==> config.mk <==
export PLATFORM = sky130hd
export DESIGN_NAME = ooo_core
export DESIGN_NICKNAME = d
export VERILOG_FILES = /design/src/verilog/ooo_pkg.sv /design/src/verilog/ooo_core.sv /design/src/verilog/reorder_buffer.sv /design/src/verilog/execute_unit.sv /design/src/verilog/reservation_station.sv /design/src/verilog/rename_unit.sv
export SDC_FILE = /design/constraint.sdc
export NUM_CORES = 1
export LEC_CHECK = 0
export CAP_MARGIN = 20
export CORE_MARGIN = 10
export CORE_UTILIZATION = 45
export CTS_CLUSTER_DIAMETER = 100
export DETAILED_ROUTE_END_ITERATION = 10
export DONT_BUFFER_PORTS = 1
export PLACE_DENSITY = 0.57
export SKIP_CTS_REPAIR_TIMING = 1
export SYNTH_ARGS = -nofsm -noshare
export SYNTH_HDL_FRONTEND = slang
export SYNTH_HIERARCHICAL = 1
export SYNTH_SLANG_ARGS = --single-unit
==> constraint.sdc <==
create_clock -name clock -period 23.4 [get_ports clock]
set_input_delay 3.51 -clock clock [delete_from_list [all_inputs] [get_ports clock]]
set_output_delay 3.51 -clock clock [all_outputs]
set_load 0.01 [all_outputs]
==> src/verilog/ooo_pkg.sv <==
package ooo_pkg;

    ////////////////////////////////////////////////////////////
    // Machine sizes
    ////////////////////////////////////////////////////////////

    localparam int arch_regs  = 8;
    localparam int phys_regs  = 16;
    localparam int rob_depth  = 8;
    localparam int rs_depth   = 4;
    localparam int data_width = 16;

    // Tags not held by the architectural state at any time
    localparam int free_depth = phys_regs - arch_regs;

    typedef logic [$clog2(arch_regs)-1:0]    arch_idx_t;
    typedef logic [$clog2(phys_regs)-1:0]    phys_tag_t;
    typedef logic [$clog2(rob_depth)-1:0]    rob_idx_t;
    typedef logic [$clog2(rob_depth+1)-1:0]  rob_cnt_t;
    typedef logic [$clog2(rs_depth)-1:0]     rs_idx_t;
    typedef logic [$clog2(free_depth)-1:0]   free_ptr_t;
    typedef logic [$clog2(free_depth+1)-1:0] free_cnt_t;
    typedef logic [data_width-1:0]           data_t;

    typedef enum logic [1:0] {
        op_add = 2'b00,
        op_sub = 2'b01,
        op_and = 2'b10,
        op_xor = 2'b11
    } alu_op_t;

    ////////////////////////////////////////////////////////////
    // Instruction word
    ////////////////////////////////////////////////////////////

    // Register-register view
    typedef struct packed {
        logic      use_imm;
        alu_op_t   op;
        arch_idx_t rd;
        arch_idx_t rs1;
        arch_idx_t rs2;
        logic [3:0] spare;
    } inst_r_t;

    // Register-immediate view, imm is zero-extended
    typedef struct packed {
        logic       use_imm;
        alu_op_t    op;
        arch_idx_t  rd;
        arch_idx_t  rs1;
        logic [6:0] imm;
    } inst_i_t;

    typedef union packed {
        inst_r_t r;
        inst_i_t i;
    } inst_t;

endpackage
==> src/verilog/ooo_core.sv <==
`timescale 1ns/10ps

module ooo_core import ooo_pkg::*; (
    input  logic      clock,
    input  logic      reset,
    input  logic      inst_valid,
    input  inst_t     inst,
    output logic      inst_ready,
    output logic      commit_valid,
    output arch_idx_t commit_rd,
    output data_t     commit_value
);

    // Dispatch
    logic      disp_fire, disp_use_imm, disp_src1_ready, disp_src2_ready;
    alu_op_t   disp_op;
    data_t     disp_imm;
    phys_tag_t disp_src1, disp_src2, disp_dest, disp_old_dest;
    arch_idx_t disp_rd;

    // Issue
    logic      issue_valid, issue_use_imm;
    alu_op_t   issue_op;
    phys_tag_t issue_src1, issue_src2, issue_dest;
    data_t     issue_imm;
    rob_idx_t  issue_rob_idx;

    // CDB and retire
    logic      cdb_valid, free_valid, rs_full, rob_full;
    phys_tag_t cdb_tag, free_tag;
    rob_idx_t  cdb_rob_idx, rob_tail, rob_head;
    data_t     cdb_value;

    rename_unit rename0 (
        .clock, .reset, .inst_valid, .inst, .rs_full, .rob_full,
        .cdb_valid, .cdb_tag, .free_valid, .free_tag,
        .inst_ready, .disp_fire, .disp_op, .disp_use_imm, .disp_imm,
        .disp_src1, .disp_src1_ready, .disp_src2, .disp_src2_ready,
        .disp_dest, .disp_old_dest, .disp_rd
    );

    // ROB head drives the age compare in the station
    reservation_station rs0 (
        .clock, .reset, .disp_fire, .disp_op, .disp_use_imm, .disp_imm,
        .disp_src1, .disp_src1_ready, .disp_src2, .disp_src2_ready,
        .disp_dest, .rob_tail, .rs_head(rob_head), .cdb_valid, .cdb_tag,
        .rs_full, .issue_valid, .issue_op, .issue_src1, .issue_src2,
        .issue_use_imm, .issue_imm, .issue_dest, .issue_rob_idx
    );

    execute_unit exe0 (
        .clock, .reset, .issue_valid, .issue_op, .issue_src1, .issue_src2,
        .issue_use_imm, .issue_imm, .issue_dest, .issue_rob_idx,
        .cdb_valid, .cdb_tag, .cdb_rob_idx, .cdb_value
    );

    reorder_buffer rob0 (
        .clock, .reset, .disp_fire, .disp_dest, .disp_old_dest, .disp_rd,
        .cdb_valid, .cdb_rob_idx, .cdb_value,
        .rob_full, .rob_tail, .rob_head, .commit_valid, .commit_rd,
        .commit_value, .free_valid, .free_tag
    );

endmodule

==> src/verilog/reorder_buffer.sv <==
`timescale 1ns/10ps

module reorder_buffer import ooo_pkg::*; (
    input  logic      clock,
    input  logic      reset,
    input  logic      disp_fire,
    input  phys_tag_t disp_dest,
    input  phys_tag_t disp_old_dest,
    input  arch_idx_t disp_rd,
    input  logic      cdb_valid,
    input  rob_idx_t  cdb_rob_idx,
    input  data_t     cdb_value,
    output logic      rob_full,
    output rob_idx_t  rob_tail,
    output rob_idx_t  rob_head,
    output logic      commit_valid,
    output arch_idx_t commit_rd,
    output data_t     commit_value,
    output logic      free_valid,
    output phys_tag_t free_tag
);

    // Entry payload
    logic [rob_depth-1:0] e_done;
    data_t     e_value    [rob_depth];
    phys_tag_t e_old_dest [rob_depth];
    arch_idx_t e_rd       [rob_depth];

    // Circular buffer pointers
    rob_idx_t head;
    rob_idx_t tail;
    rob_cnt_t rob_count;

    logic retire;

    assign rob_full = rob_count == rob_cnt_t'(rob_depth);
    assign rob_tail = tail;
    assign rob_head = head;

    ////////////////////////////////////////////////////////////
    // Retire
    ////////////////////////////////////////////////////////////

    // Head retires as soon as its result is in
    assign retire       = (rob_count != '0) && e_done[head];
    assign commit_valid = retire;
    assign commit_rd    = e_rd[head];
    assign commit_value = e_value[head];

    // Previous mapping of rd goes back to the free list
    assign free_valid = retire;
    assign free_tag   = e_old_dest[head];

    always_ff @(posedge clock) begin
        if (reset) begin
            head      <= '0;
            tail      <= '0;
            rob_count <= '0;
        end else begin
            if (disp_fire) tail <= tail + 1'b1;
            if (retire) head <= head + 1'b1;
            rob_count <= rob_count + rob_cnt_t'(disp_fire) - rob_cnt_t'(retire);
        end
    end

    // Allocate at the tail and complete from the CDB
    always_ff @(posedge clock) begin
        if (disp_fire) begin
            e_done[tail]     <= 1'b0;
            e_old_dest[tail] <= disp_old_dest;
            e_rd[tail]       <= disp_rd;
        end
        if (cdb_valid) begin
            e_done[cdb_rob_idx]  <= 1'b1;
            e_value[cdb_rob_idx] <= cdb_value;
        end
    end

endmodule

==> src/verilog/execute_unit.sv <==
`timescale 1ns/10ps

module execute_unit import ooo_pkg::*; (
    input  logic      clock,
    input  logic      reset,
    input  logic      issue_valid,
    input  alu_op_t   issue_op,
    input  phys_tag_t issue_src1,
    input  phys_tag_t issue_src2,
    input  logic      issue_use_imm,
    input  data_t     issue_imm,
    input  phys_tag_t issue_dest,
    input  rob_idx_t  issue_rob_idx,
    output logic      cdb_valid,
    output phys_tag_t cdb_tag,
    output rob_idx_t  cdb_rob_idx,
    output data_t     cdb_value
);

    // Physical register file
    data_t prf [phys_regs];

    data_t opa;
    data_t opb;
    data_t result;

    ////////////////////////////////////////////////////////////
    // Operand read and ALU
    ////////////////////////////////////////////////////////////

    // Bypass the value the CDB is writing this cycle
    assign opa = (cdb_valid && cdb_tag == issue_src1) ? cdb_value : prf[issue_src1];

    always_comb begin
        if (issue_use_imm) begin
            opb = issue_imm;
        end else if (cdb_valid && cdb_tag == issue_src2) begin
            opb = cdb_value;
        end else begin
            opb = prf[issue_src2];
        end
    end

    always_comb begin
        case (issue_op)
            op_add:  result = opa + opb;
            op_sub:  result = opa - opb;
            op_and:  result = opa & opb;
            default: result = opa ^ opb;
        endcase
    end

    // CDB register runs one cycle behind issue
    always_ff @(posedge clock) begin
        if (reset) cdb_valid <= 1'b0;
        else cdb_valid <= issue_valid;
        cdb_tag     <= issue_dest;
        cdb_rob_idx <= issue_rob_idx;
        cdb_value   <= result;
    end

    // Architectural state starts at zero
    always_ff @(posedge clock) begin
        if (reset) begin
            for (int i = 0; i < phys_regs; i++) prf[i] <= '0;
        end else if (cdb_valid) begin
            prf[cdb_tag] <= cdb_value;
        end
    end

endmodule

==> src/verilog/reservation_station.sv <==
`timescale 1ns/10ps

module reservation_station import ooo_pkg::*; (
    input  logic      clock,
    input  logic      reset,
    input  logic      disp_fire,
    input  alu_op_t   disp_op,
    input  logic      disp_use_imm,
    input  data_t     disp_imm,
    input  phys_tag_t disp_src1,
    input  logic      disp_src1_ready,
    input  phys_tag_t disp_src2,
    input  logic      disp_src2_ready,
    input  phys_tag_t disp_dest,
    input  rob_idx_t  rob_tail,
    input  rob_idx_t  rs_head,
    input  logic      cdb_valid,
    input  phys_tag_t cdb_tag,
    output logic      rs_full,
    output logic      issue_valid,
    output alu_op_t   issue_op,
    output phys_tag_t issue_src1,
    output phys_tag_t issue_src2,
    output logic      issue_use_imm,
    output data_t     issue_imm,
    output phys_tag_t issue_dest,
    output rob_idx_t  issue_rob_idx
);

    // Entry storage
    logic [rs_depth-1:0] e_valid;
    logic [rs_depth-1:0] e_rdy1;
    logic [rs_depth-1:0] e_rdy2;
    alu_op_t   e_op      [rs_depth];
    logic      e_use_imm [rs_depth];
    data_t     e_imm     [rs_depth];
    phys_tag_t e_src1    [rs_depth];
    phys_tag_t e_src2    [rs_depth];
    phys_tag_t e_dest    [rs_depth];
    rob_idx_t  e_rob     [rs_depth];

    rs_idx_t alloc_idx;
    rs_idx_t issue_idx;

    assign rs_full = &e_valid;

    // Lowest free slot takes the next dispatch
    always_comb begin
        alloc_idx = '0;
        for (int i = rs_depth - 1; i >= 0; i--) begin
            if (!e_valid[i]) alloc_idx = rs_idx_t'(i);
        end
    end

    ////////////////////////////////////////////////////////////
    // Oldest-ready select
    ////////////////////////////////////////////////////////////

    // Age is the distance of the ROB index from the ROB head
    always_comb begin
        rob_idx_t age;
        rob_idx_t best_age;
        issue_valid = 1'b0;
        issue_idx   = '0;
        best_age    = '1;
        for (int i = 0; i < rs_depth; i++) begin
            age = e_rob[i] - rs_head;
            if (e_valid[i] && e_rdy1[i] && e_rdy2[i] && (!issue_valid || age < best_age)) begin
                issue_valid = 1'b1;
                issue_idx   = rs_idx_t'(i);
                best_age    = age;
            end
        end
    end

    assign issue_op      = e_op[issue_idx];
    assign issue_src1    = e_src1[issue_idx];
    assign issue_src2    = e_src2[issue_idx];
    assign issue_use_imm = e_use_imm[issue_idx];
    assign issue_imm     = e_imm[issue_idx];
    assign issue_dest    = e_dest[issue_idx];
    assign issue_rob_idx = e_rob[issue_idx];

    // Occupancy
    always_ff @(posedge clock) begin
        if (reset) begin
            e_valid <= '0;
        end else begin
            if (issue_valid) e_valid[issue_idx] <= 1'b0;
            if (disp_fire) e_valid[alloc_idx] <= 1'b1;
        end
    end

    // Wakeup on CDB match, then fill the allocated slot
    always_ff @(posedge clock) begin
        for (int i = 0; i < rs_depth; i++) begin
            if (cdb_valid && e_src1[i] == cdb_tag) e_rdy1[i] <= 1'b1;
            if (cdb_valid && e_src2[i] == cdb_tag) e_rdy2[i] <= 1'b1;
        end
        if (disp_fire) begin
            e_op[alloc_idx]      <= disp_op;
            e_use_imm[alloc_idx] <= disp_use_imm;
            e_imm[alloc_idx]     <= disp_imm;
            e_src1[alloc_idx]    <= disp_src1;
            e_src2[alloc_idx]    <= disp_src2;
            e_rdy1[alloc_idx]    <= disp_src1_ready;
            e_rdy2[alloc_idx]    <= disp_src2_ready;
            e_dest[alloc_idx]    <= disp_dest;
            e_rob[alloc_idx]     <= rob_tail;
        end
    end

endmodule

==> src/verilog/rename_unit.sv <==
`timescale 1ns/10ps

module rename_unit import ooo_pkg::*; (
    input  logic      clock,
    input  logic      reset,
    input  logic      inst_valid,
    input  inst_t     inst,
    input  logic      rs_full,
    input  logic      rob_full,
    input  logic      cdb_valid,
    input  phys_tag_t cdb_tag,
    input  logic      free_valid,
    input  phys_tag_t free_tag,
    output logic      inst_ready,
    output logic      disp_fire,
    output alu_op_t   disp_op,
    output logic      disp_use_imm,
    output data_t     disp_imm,
    output phys_tag_t disp_src1,
    output logic      disp_src1_ready,
    output phys_tag_t disp_src2,
    output logic      disp_src2_ready,
    output phys_tag_t disp_dest,
    output phys_tag_t disp_old_dest,
    output arch_idx_t disp_rd
);

    // Speculative map and per-tag ready bits
    phys_tag_t map_table [arch_regs];
    logic [phys_regs-1:0] tag_ready;

    // Free list FIFO
    phys_tag_t free_fifo [free_depth];
    free_ptr_t free_head;
    free_ptr_t free_tail;
    free_cnt_t free_cnt;

    // Accept only when every downstream structure has room
    assign inst_ready = (free_cnt != '0) && !rs_full && !rob_full;
    assign disp_fire  = inst_valid && inst_ready;

    ////////////////////////////////////////////////////////////
    // Decode and rename
    ////////////////////////////////////////////////////////////

    assign disp_op      = inst.r.op;
    assign disp_use_imm = inst.i.use_imm;
    assign disp_imm     = data_t'(inst.i.imm);
    assign disp_rd      = inst.r.rd;

    assign disp_src1     = map_table[inst.r.rs1];
    assign disp_src2     = map_table[inst.r.rs2];
    assign disp_dest     = free_fifo[free_head];
    assign disp_old_dest = map_table[inst.r.rd];

    // Catch a tag that the CDB broadcasts in this very cycle
    assign disp_src1_ready = tag_ready[disp_src1] || (cdb_valid && cdb_tag == disp_src1);
    // Immediate form has no second register source
    assign disp_src2_ready = disp_use_imm || tag_ready[disp_src2]
                           || (cdb_valid && cdb_tag == disp_src2);

    always_ff @(posedge clock) begin
        if (reset) begin
            // Identity map, everything ready, upper tags free
            for (int i = 0; i < arch_regs; i++) begin
                map_table[i] <= phys_tag_t'(i);
            end
            for (int i = 0; i < free_depth; i++) begin
                free_fifo[i] <= phys_tag_t'(arch_regs + i);
            end
            tag_ready <= '1;
            free_head <= '0;
            free_tail <= '0;
            free_cnt  <= free_cnt_t'(free_depth);
        end else begin
            if (cdb_valid) begin
                tag_ready[cdb_tag] <= 1'b1;
            end
            if (disp_fire) begin
                map_table[disp_rd]   <= disp_dest;
                tag_ready[disp_dest] <= 1'b0;
                free_head            <= free_head + 1'b1;
            end
            // Retired instruction hands back its previous tag
            if (free_valid) begin
                free_fifo[free_tail] <= free_tag;
                free_tail            <= free_tail + 1'b1;
            end
            free_cnt <= free_cnt + free_cnt_t'(free_valid) - free_cnt_t'(disp_fire);
        end
    end

endmodule

==> flow_summary.toml <==
[clock_network]
cts_htree_levels = 3
clock-sinks = 726
cts-root-buf = "clkbuf_16"
numCtsBuffers = 82
clk_latency_ps = 660
cts_tree = "done"
clk_path_buf_depth = 3
cts.clk_slew.worst_paths_ps = 60

[yosys]
avgSynthCellArea_um2 = 14.6
synth_top_area_frac = 0.524
netlist_instances = 2511
ys_ff_latch = 726
synth-async-reset-ratio = 0
yosys.area.top_type = "edfxtp_1"
netlist_area_um2 = 36700
synthMostInstantiatedCell = "edfxtp_1"
ys.flop_type = "edfxtp_1"
synthTopCellsByCount = "edfxtp_1 (640), mux4_2 (201), nor3_1 (174), mux2_2 (126), nor2_1 (102)"
synth_cell_types = 100
synth_area_leaders = "edfxtp_1 (52%), mux4_2 (12%), dfxtp_1 (4.7%)"
synth_edf_count = 640
ys_warn_count = 6
synth-seq-area-share = 0.571

[cells_and_area]
layout-drive-gt1-share = 0.241
area_delta_synth_final_pct = 9.22
antenna_cells = 0
fin_nets = 2527
num-fill-cells = 6810
final_cell_count_no_fill = 3569

[critical_path]
crit_start = "rob0/rob_head[0]"
regToRegSetupSlack_ps = 11520
cp.arrival_ps = 12420
cpMostUsedCell = "ha_1"
critPathLaunchType = "flop"
path_max_fanout = 50
setup.worst_path.end_class = "flop"
crit_type = "reg2reg"
reg2reg_from = "rob0/rob_head[0]"
slowest_delay_ps = 820
crit_path_top_delay_cell = "buf_4"
required_ps = 23940

[die]
die_w_um = 305
num_rows = 104
die_area_um2 = 93300
start_util = 0.455
core_region_area_um2 = 80700
die-height_um = 305
num_io_pins = 40

[sta]
slew_viol_final = 0
final.setup.worst_slack_ps = 11520
skew_ps = 51.7
finalSetupViolations = 0
period_share = 0.508
worst_pin_slew_ps = 1060
rsz0062_at_grt = "false"
clock.fmax_ghz = 0.0842
final.setup.tns_ps = 0
hold_viol = 0
fin_crit_ps = 11880
max_slew_margin = 0.293

[global_route]
gr-total-overflow = 0
grt_pass1_wl_um = 147000
antenna_found_initial = 0
grt_max_degree = 86
grt_pass1_vias = 22895
track_usage = 0.205

[route]
drt_iter0_drc = 1897
remaining_drc_errors = 0
firstDrtPassIters = 5
ant_nets = 0
routedWlPerCell_um = 27.1
wl_um = 96900
num_vias = 22183
drt-vias-per-instance = 6.22

[place]
portBuffers = 0
place_inst = 3421
dpl.hpwl_um = 60700
gp_congestion = 0.847
post-place-ws_ps = 11480

[min_path]
min_from = "rob0/e_done[4]"
hp-class = "reg2reg"

[flow_run]
drv_cap = 0

[status]
status = "completed"

[pwr]
power.total_uw = 4490
power.leakage_uw = 0.0134
peakVddDrop_mv = 0.0771
power.density_nw_per_um2 = 112
[kinds of logic after synthesis]
logic type,after synthesis,share of synthesized area
adder cells (fa/ha/maj),63,0.0229
flip-flops,726,0.571
multiplexers,422,0.199
buffers and inverters,274,0.0359
other,1,0.000102
XOR/XNOR,86,0.0207
AO/OA/AOI/OAI,249,0.0494
AND/OR/NAND/NOR,690,0.101
[through the flow]
step | area [um^2] | hold WS, ps | util
after floorplan | 36700 | 426 | -
after global placement | 37400 | 455 | 0.464
after detailed placement | 37400 | 459 | 0.464
after CTS | 40100 | 467 | 0.497
after global routing | 40100 | 480 | 0.497
final | 40100 | 461 | 0.497
[flip-flops by register name, indices dropped and copies added (netlist names), 24 cells and up, named ones only]
signal             cells
rename0/map_table     32
rob0/e_rd             24
rob0/e_value         128
rob0/e_old_dest       32
exe0/prf             256
rs0/e_imm             64
rename0/free_fifo     32
[final cells by class]
class | instances | area (um^2) | area share
flip-flops and latches | 726 | 20900 | 0.523
multi-input cells | 1519 | 14500 | 0.363
clock buffers | 100 | 2170 | 0.0542
well taps | 1060 | 1330 | 0.0331
clock inverters | 48 | 484 | 0.0121
repair buffers | 45 | 338 | 0.00843
inverters | 71 | 267 | 0.00665
[cell usage in the layout, fill, tap and decap left out, drive strengths merged, types with 45 or more instances in the layout]
cell type,count
a21oi,54
clkinv,51
ha,56
mux4,219
edfxtp,640
xor2,47
nor2,104
inv,60
dfxtp,86
clkbuf,100
and2,81
nor4,53
nand2,99
mux2i,50
buf,45
o21ai,46
nor3,175
mux2,153
[worst max-delay path, delay by kind of cell, from the launching register on]
kind / cells / cell delay (ps)
compound gates: 19 / 3540
xor+xnor: 3 / 550
fa+ha+maj: 6 / 1750
buf+inv: 4 / 1920
flops: 1 / 590
mux: 3 / 1580
simple gates: 9 / 1760
[worst paths after layout]
check | end | cells past startpoint
worst max-delay path | exe0/cdb_value[15] | 44
worst min-delay path | rob0/e_done[4] | 2
worst max register to register | exe0/cdb_value[15] | 44
worst min register to register | rob0/e_done[4] | 2
[routing by layer]
metal | track usage | part of all wire | vias up
li1 | - | - | 9684
met5 | 0 | 0 | -
met2 | 0.348 | 0.50 | 847
met3 | 0.0373 | 0.066 | 177
met1 | 0.264 | 0.41 | 11475
met4 | 0.0656 | 0.029 | 0
[power by group]
group          total [uW]  internal (uW)  leakage [uW]  switching (uW)
clock                1260            722       0.00129             533
combinational        1520            598       0.00527             918
sequential           1720           1580       0.00681             143
total                4490           2900        0.0134            1590
No activity file was read; power rests on OpenSTA's default activity.
